`src/design/bus_pkg.sv`:
```
// Shared address map, sizes and enums of the memory-bus subsystem.
// Single full-speed clock only. FLASH_WAIT must be at least 2.
// DMA source and destination are word indices, not byte addresses.
package bus_pkg;

    localparam int ADDR_W = 16;
    localparam int DATA_W = 32;
    localparam int STRB_W = 4;

    // work RAM at byte 0x0000..0x0fff
    localparam int RAM_WORDS = 1024;
    localparam int RAM_AW    = 10;

    // flash window ends at 0xbfff
    localparam logic [ADDR_W-1:0] FLASH_BASE  = 16'h8000;
    localparam int                FLASH_WORDS = 4096;
    localparam int                FLASH_AW    = 12;
    localparam int                FLASH_WAIT  = 5;
    localparam int                FLASH_CNT_W = $clog2(FLASH_WAIT);
    localparam logic [DATA_W-1:0] FLASH_MUL   = 32'h9E3779B1;

    localparam logic [ADDR_W-1:0] PERIPH_BASE = 16'hF000;
    localparam logic [15:0]       STATUS_ID   = 16'hB05A;

    // word count, wide enough for a full RAM copy
    localparam int DMA_LEN_W = RAM_AW + 1;

    typedef enum logic [1:0] {
        REGION_NONE,
        REGION_RAM,
        REGION_FLASH,
        REGION_PERIPH
    } region_t;

    typedef enum logic [2:0] {
        PREG_NONE,
        PREG_STATUS,
        PREG_PAD,
        PREG_DMA_SRC,
        PREG_DMA_DST,
        PREG_DMA_LEN,
        PREG_DMA_GO
    } preg_t;

    typedef enum logic [1:0] {
        DMA_IDLE,
        DMA_READ,
        DMA_WRITE
    } dma_state_t;

endpackage

```
`src/design/dma_engine.sv`:
```
// Copies dma_len flash words starting at word dma_src into RAM at word dma_dst.
// Each word takes FLASH_WAIT + 2 cycles. A zero length start is ignored.
module dma_engine (
    input  logic                          clk,
    input  logic                          rst,
    input  logic                          dma_go,
    input  logic [bus_pkg::FLASH_AW-1:0]  dma_src,
    input  logic [bus_pkg::RAM_AW-1:0]    dma_dst,
    input  logic [bus_pkg::DMA_LEN_W-1:0] dma_len,
    input  logic                          flash_ready,
    input  logic                          flash_for_dma,
    input  logic [bus_pkg::DATA_W-1:0]    flash_rdata,
    output logic                          dma_busy,
    output logic                          dma_done,
    output logic                          dma_flash_req,
    output logic [bus_pkg::FLASH_AW-1:0]  dma_flash_addr,
    output logic                          dma_ram_we,
    output logic [bus_pkg::RAM_AW-1:0]    dma_ram_addr,
    output logic [bus_pkg::DATA_W-1:0]    dma_ram_wdata
);
    import bus_pkg::*;

    dma_state_t           state;
    logic [FLASH_AW-1:0]  src_q;
    logic [RAM_AW-1:0]    dst_q;
    logic [DMA_LEN_W-1:0] remain;
    logic [DATA_W-1:0]    data_q;

    assign dma_busy       = (state != DMA_IDLE);
    assign dma_flash_addr = src_q;
    assign dma_ram_we     = (state == DMA_WRITE);
    assign dma_ram_addr   = dst_q;
    assign dma_ram_wdata  = data_q;

    always_ff @(posedge clk) begin
        if (rst) begin
            state         <= DMA_IDLE;
            src_q         <= '0;
            dst_q         <= '0;
            remain        <= '0;
            dma_flash_req <= 1'b0;
            dma_done      <= 1'b0;
        end else begin
            dma_flash_req <= 1'b0;
            dma_done      <= 1'b0;
            case (state)
                DMA_IDLE: begin
                    if (dma_go && dma_len != '0) begin
                        src_q         <= dma_src;
                        dst_q         <= dma_dst;
                        remain        <= dma_len;
                        dma_flash_req <= 1'b1;
                        state         <= DMA_READ;
                    end
                end
                DMA_READ: begin
                    // only answers tagged for this port
                    if (flash_ready && flash_for_dma) begin
                        state <= DMA_WRITE;
                    end
                end
                DMA_WRITE: begin
                    if (remain == DMA_LEN_W'(1)) begin
                        dma_done <= 1'b1;
                        state    <= DMA_IDLE;
                    end else begin
                        remain        <= remain - 1'b1;
                        src_q         <= src_q + 1'b1;
                        dst_q         <= dst_q + 1'b1;
                        dma_flash_req <= 1'b1;
                        state         <= DMA_READ;
                    end
                end
                default: state <= DMA_IDLE;
            endcase
        end
    end

    always_ff @(posedge clk) begin
        if (state == DMA_READ && flash_ready && flash_for_dma) begin
            data_q <= flash_rdata;
        end
    end

endmodule

```
`config.mk`:
```
export PLATFORM = sky130hd
export DESIGN_NAME = dma_engine
export DESIGN_NICKNAME = d
export VERILOG_FILES = /design/src/design/bus_pkg.sv /design/src/design/dma_engine.sv
export SDC_FILE = /design/constraint.sdc
export NUM_CORES = 1
export LEC_CHECK = 0
export ABC_AREA = 1
export BUFFER_PORTS_ARGS = -buffer_cell sky130_fd_sc_hd__buf_2
export CORE_ASPECT_RATIO = 1.25
export CORE_MARGIN = 2
export CORE_UTILIZATION = 30
export CTS_CLUSTER_DIAMETER = 30
export DETAILED_ROUTE_END_ITERATION = 10
export HOLD_SLACK_MARGIN = 0.03
export REMOVE_ABC_BUFFERS = 1
export SETUP_SLACK_MARGIN = 0.2
export SYNTH_ARGS = -nofsm -noshare
export SYNTH_HDL_FRONTEND = slang
export SYNTH_SLANG_ARGS = --single-unit
```
`constraint.sdc`:
```
create_clock -name clk -period 2.7 [get_ports clk]
set_input_delay 0.81 -clock clk [delete_from_list [all_inputs] [get_ports clk]]
set_output_delay 0.81 -clock clk [all_outputs]
set_load 0.03 [all_outputs]
```
==> metrics.txt, run 1 <==
Die X around 99 um; Avg Cell Area, Syn around 8 um^2; TritonCTS clock tree built; Pins Over Slew Limit 0; Netlist cell types 30; synth warn 0; Setup CP Type flip-flop to output pin; commonest cells after routing, fill and taps aside 127 x buf_2, 107 x nand2_1, 75 x nor2_1; crit-path cells inv_2 > nor2_4 > buf_2; sequential share of the synthesized area 0.505; Arr. time, crit path ~1300 ps; Max FO, Critical Path 10; DP HPWL 6.72 mm; count of max-cap constraint violations 0; drt pass-1 iters 5; DR iter-0 viols between 150 and 200; cts hold-fix bufs 0; number of setup buffers added after CTS 0; slowest stage delay, CP 340 ps; largest net degree at the start of global routing 33; gp weighted congestion 0.831; DIE AREA between 0.01 and 0.015 mm^2; register bit total from synthesis slightly below 70; worst min-delay path class flip-flop to flip-flop; # H-tree levels 3; status complete, no violations; vias post-DR 3296; initial antenna violation count 0; Highest Clock Rate 486 MHz; core area 0.0110 mm^2; nets about 630; Die Span Y 122 um; post-detailed-route count of antenna-violating nets 0; WL per Instance 13.0 um; worst-case clock buffer depth 2; Clock Pin Slew Worst Setup and Hold Paths 60 ps; worst skew pair latency 330 ps; share of layout cells above drive strength 1 0.297; routed wire length between 9 and 10 mm; VDD IR max between 0.2 and 0.25 mV; # DRC 0; # diodes 0; multi-input logic area about 0.0014 mm^2; Final setup viols 0; Finished Core Util 0.405; Post-Syn Instances 433; setup tns final 0 ps; most common cell after layout, fill and taps aside buf_2; Final Skew 4.51 ps; Cell Pwr Density approximately 670 mW/mm^2; WP data required between 1500 and 2000 ps; post-synthesis instance area approximately 0.0034 mm^2; post-CTS sizing 0; worst rel slew slack 0.509; Synth area leaders edfxtp_1 29%, dfxtp_1 22%, nand2_1 12%, nor2_1 8.5%, o21ai_0 5.6%; area share of the largest cell type after synthesis 0.285; Area growth syn-to-layout 32.6%; P_leak between 2 and 2.5 nW; vias in the first global route 3011; Worst-Margin Slew about 740 ps; clk sinks 69; Congestion Overflow GR 0; Initial Utilization 0.306; Num CTS Buffers 9; critical path's slowest cell dfxtp_1; CTS root buf clkbuf_16; Tmin final roughly 2000 ps; Ports about 130; first-pass GRT wire length approximately 14 mm; unrepaired setup endpoints after global routing no; reg2reg setup slack 800 ps; register area around 0.0017 mm^2; type of origin of the critical path flip-flop; fillcell total around 1100; vias per inst between 4 and 5; Design Power 2.99 mW; Fin. Hold Viols 0; ratio of final minimum period to clock period 0.763; Rows 43; cell taking the most area after synthesis edfxtp_1; Global Route Usage Sum 0.151; Port Buf Inserts between 100 and 150; crit end category output pin
-- cell families (layout without fill, tap and decap cells) --
family / after synthesis / count (layout) / share of synthesized area
fa+ha+maj: 4 / 4 / 0.0149
compound gates: 59 / 59 / 0.0965
simple gates: 246 / 246 / 0.312
buf+inv: 54 / 186 / 0.0694
flops: 69 / 69 / 0.505
xor+xnor: 1 / 1 / 0.00260
-- per-stage QoR --
step | area (um^2) | hold WS [ps] | std cells | setup slack (ps)
6_report | 4470 | 504 | 700 | 640
3_3_place_gp | 4130 | 490 | 684 | 588
2_1_floorplan | 3280 | 463 | 416 | 22.9
4_1_cts | 4470 | 503 | 700 | 627
5_1_grt | 4470 | 521 | 700 | 575
3_5_place_dp | 4130 | 485 | 684 | 533
-- flip-flops by register name (all words and copies together) (netlist names) --
signal,flops
remain,11
dma_ram_wdata,32
dma_done,1
dma_ram_addr,10
state,2
dma_flash_addr,12
dma_flash_req,1
-- critical path: cells and delay by family (launching register included) --
kind	cells	cell delay (ps)
flops	1	340
buf+inv	2	310
simple gates	1	270
-- power breakdown --
part / switching, mW / internal [mW] / total (mW)
registers: 0.0650 / 1.16 / 1.22
clock network: 0.422 / 0.896 / 1.32
logic: 0.294 / 0.157 / 0.451
-- routing by layer --
| metal | vias up | track usage | wire [um] |
|---|---|---|---|
| met2 | 152 | 0.246 | 4220 |
| met4 | 0 | 0.0856 | 185 |
| met5 | - | 0 | 0 |
| li1 | 1676 | - | - |
| met1 | 1456 | 0.187 | 3950 |
| met3 | 12 | 0.0308 | 742 |
-- synth_stat cells, drive strengths merged --
library cell / n
a31oi: 5
nand4: 10
nand3: 34
clkbuf: 8
nor3: 5
xor2: 1
inv: 37
a21oi: 11
or2: 6
dfxtp: 37
edfxtp: 32
buf: 9
o21bai: 5
nor2: 80
nand2: 109
nand3b: 2
o21ai: 38
ha: 4
-- path summary, 6_finish.rpt --
| check | from | endpoint | cells after the start |
|---|---|---|---|
| worst max-delay path | state[1]$_SDFFE_PP0P_ | dma_ram_we | 3 |
| worst min-delay path | remain[5]$_SDFFE_PP0P_ | remain[5]$_SDFFE_PP0P_ | 2 |
| worst max register to register | state[1]$_SDFFE_PP0P_ | remain[5]$_SDFFE_PP0P_ | 9 |
| worst min register to register | remain[5]$_SDFFE_PP0P_ | remain[5]$_SDFFE_PP0P_ | 2 |
-- area by class of cell --
type                            count  area share
Tap cell                          135      0.0378
Multi-Input combinational cell    310       0.321
Sequential cell                    69       0.381
Timing Repair Buffer              133       0.152
Inverter                           37      0.0316
Clock inverter                      7      0.0255
Clock buffer                        9      0.0504
Power figures use the tool's default switching activity.
==> run 2, diff against run 1 <==
Settings changed: ABC_AREA 1 to 0.
Clock period 2.7 ns to 1.7 ns, I/O delays scaled along.
==> metrics.txt, run 2 <==
status complete, but fails checks (was complete, no violations); failing checks negative setup slack; Post-Syn Instances 331 (was 433); TritonCTS clock tree built (unchanged); largest net degree at the start of global routing 39 (was 33); Final Skew 7.59 ps (was 4.51 ps); worst-case reg-to-reg path depth 6 (was 9); Async S/R FF share, synth 0 (unchanged); Pins Over Slew Limit 0 (unchanged); fillcell total 982 (was 1101); Post-Synth Adder-Cell Area 0.0158 (was 0.0149); vias post-DR 3110 (was 3296); type of origin of the critical path flip-flop (unchanged); critical path's slowest cell dfxtp_2 (was dfxtp_1); Post-synth EDFFs 32 (unchanged); cell taking the most area after synthesis edfxtp_1 (unchanged); Max FO, Critical Path 32 (was 10); WP data required 1960 ps (was 1890 ps); clk sinks 69 (unchanged); Clock Pin Slew Worst Setup and Hold Paths 50 ps (was 60 ps); crit-path cells nor4_4 > nand4b_1 > a32o_2 > buf_12 > a21bo_1 > a21oi_1 (was inv_2 > nor2_4 > buf_2); gp weighted congestion 0.799 (was 0.831); Avg Cell Area, Syn 9.57 um^2 (was 7.78 um^2); Synth Area in XOR/XNOR 0.00553 (was 0.00260); Hold Crit Start flash_rdata[2] (was remain[5]$_SDFFE_PP0P_); # diodes 0 (unchanged); P_leak 2.03 nW (was 2.04 nW); Port Buf Inserts 127 (unchanged); slowest stage delay, CP 340 ps (about the same); initial antenna violation count 0 (unchanged); ratio of final minimum period to clock period 1.06; Num CTS Buffers 9 (unchanged); Synth top cells by count 56 x nand2_1, 37 x dfxtp_1, 34 x a21oi_1 (was 107 x nand2_1, 76 x nor2_1, 38 x o21ai_0); max reg flops 32 (unchanged); post-synthesis instance area 0.00317 mm^2 (was 0.00337 mm^2); vias per inst 5.00 (was 4.71); count of max-cap constraint violations 0 (unchanged); synth warn 0 (unchanged); max layer used met4 (unchanged); vias in the first global route 2865 (was 3011); drt pass-1 iters 5 (unchanged); Worst R2R End dma_flash_addr[11]$_SDFFE_PP0P_ (was remain[5]$_SDFFE_PP0P_); register bit total from synthesis 69 (unchanged); Finished Core Util 0.480 (was 0.405); Congestion Overflow GR 0 (unchanged); worst skew pair latency 330 ps (about the same); Final setup viols 35 (was 0); cts hold-fix bufs 0 (unchanged); DR iter-0 viols 107 (was 188); first-pass GRT wire length 14.0 mm (was 14.4 mm); commonest cells after routing, fill and taps aside 111 x buf_2, 52 x nand2_1, 32 x edfxtp_1 (was 127 x buf_2, 107 x nand2_1, 75 x nor2_1); CP Launch Point remain[5]$_SDFFE_PP0P_ (was state[1]$_SDFFE_PP0P_); unrepaired setup endpoints after global routing yes (was no); largest family of logic cells by synthesized area simple AND/OR/NAND/NOR gates (unchanged); Global Route Usage Sum 0.158 (was 0.151); Worst-Margin Slew 490 ps (was 736 ps); nets 563 (was 634); Die Span Y 119 um (was 122 um); pre-CTS setup slack -466 ps (was 533 ps); worst min-delay path class input pin to flip-flop (was flip-flop to flip-flop); Met1 Wirelength 4.20 mm (was 3.95 mm); CTS root buf clkbuf_16 (unchanged); CP Capture Point dma_flash_addr[11]$_SDFFE_PP0P_ (was dma_ram_we); crit end category flip-flop (was output pin); Cell Pwr Density 899 mW/mm^2 (was 669 mW/mm^2); Rows 41 (was 43); most common cell after layout, fill and taps aside buf_2 (unchanged); Die X 95.9 um (was 98.8 um); Ports 128 (unchanged); Fin. Hold Viols 0 (unchanged); post-route cell area 0.00490 mm^2 (was 0.00447 mm^2); multiplexer share of the synthesized area 0 (unchanged); WL per Instance 15.3 um (was 13.0 um); met2 wire len 4.36 mm (was 4.22 mm); # H-tree levels 3 (unchanged); routed wire length 9.55 mm (was 9.10 mm); Initial Utilization 0.310 (was 0.306); Area growth syn-to-layout 54.7% (was 32.6%); Post-Synth Simple-Gate Area 0.202 (was 0.312); metal3 WL 781 um (was 742 um); Reg-to-Reg Start remain[5]$_SDFFE_PP0P_ (was state[1]$_SDFFE_PP0P_); Compound-Gate Fraction of Synth Area 0.195 (was 0.0965); DIE AREA 0.0114 mm^2 (was 0.0121 mm^2); DP Area 0.00413 mm^2 (about the same); Tmin final 1800 ps; VDD IR max 0.415 mV (was 0.226 mV); DP HPWL 6.36 mm (was 6.72 mm); Synth area leaders edfxtp_1 30%, dfxtp_1 23%, nand2_1 6.6%, a21oi_1 5.4%, o21ai_0 3.9% (was edfxtp_1 29%, dfxtp_1 22%, nand2_1 12%, nor2_1 8.5%, o21ai_0 5.6%); cell with the most instances after synthesis nand2_1 (unchanged); reg2reg setup slack -100 ps (was 800 ps); # DRC 0 (unchanged); area share of the largest cell type after synthesis 0.303 (was 0.285); Highest Clock Rate 555 MHz; share of layout cells above drive strength 1 0.497 (was 0.297); ys flop type dfxtp_1 (unchanged); core area 0.0102 mm^2 (was 0.0110 mm^2); sequential share of the synthesized area 0.537 (was 0.505); post-detailed-route count of antenna-violating nets 0 (unchanged); worst-case clock buffer depth 2 (unchanged); Netlist cell types 49 (was 30); setup slack after layout -101 ps (was 640 ps); Setup CP Type flip-flop to flip-flop (was flip-flop to output pin); worst rel slew slack 0.670 (was 0.509); Arr. time, crit path 2060 ps (was 1250 ps)
run 2: layout make-up:
class / count / area (um^2) / area share
timing repair buffer: 171 / 1210 / 0.246
inverter: 5 / 23.8 / 0.00485
clock inverter: 4 / 17.5 / 0.00357
clock buffer: 11 / 233 / 0.0475
multi-input combinational: 233 / 1540 / 0.313
sequential: 69 / 1720 / 0.352
tap: 129 / 161 / 0.0329
run 2: what timing repair did:
action / CTS / global route
resized for setup: 62 / 51
pin swaps: 10 / 36
buffers inserted: 9 / 3
endpoints found under the setup margin: 42 / 52
cloned: 2 / 2
run 2: cells by family after synthesis:
family                     count (synthesis)
xor gates and xnor gates                   2
and+or+nand+nor                          132
buffers and inverters                     29
DFF                                       69
adders and majority gates                  4
AOI/OAI and AO/OA                         95
run 2: per-stage QoR:
step | std cells | total power [mW] | hold slack, ps | TNS, ps
2_1_floorplan | 307 | 2.32 | 452 | -113290
3_3_place_gp | 591 | 2.63 | 468 | -13530
3_5_place_dp | 591 | 2.64 | 484 | -14590
4_1_cts | 617 | 4.37 | 349 | 0
5_1_grt | 622 | 4.62 | 347 | -4960
6_report | 622 | 4.41 | 362 | -1790
run 2: worst max-delay path, delay by kind of cell, from the launching register on:
family,cells,cell delay (ps)
AND/OR/NAND/NOR,2,550
buffers and inverters,1,180
AO/OA/AOI/OAI,3,650
flip-flops,1,340
run 2: how the worst min path moves through the flow:
stage | endpoint | slack (ps) | depth (start not counted)
after global routing | dma_ram_wdata[20]$_DFFE_PP_ | 350 | 1
after detailed placement | dma_ram_addr[9]$_SDFFE_PP0P_ | 480 | 2
after floorplan | remain[1]$_SDFFE_PP0P_ | 450 | 2
after CTS | dma_ram_wdata[2]$_DFFE_PP_ | 350 | 1
final | dma_ram_wdata[2]$_DFFE_PP_ | 360 | 1
after global placement | dma_ram_addr[9]$_SDFFE_PP0P_ | 470 | 2
run 2: per-layer routing:
layer / vias up / GRT usage
li1: 1521 / -
met1: 1421 / 0.200
met2: 149 / 0.254
met3: 19 / 0.0342
met4: 0 / 0.0723
met5: - / 0
run 2: report_power, final:
group / leakage [nW] / total [mW] / switching, mW / internal [mW]
Combinational: 1.30 / 0.898 / 0.486 / 0.412
Sequential: 0.601 / 1.92 / 0.0844 / 1.83
Clock: 0.124 / 1.59 / 0.627 / 0.962
Total: 2.03 / 4.41 / 1.20 / 3.21
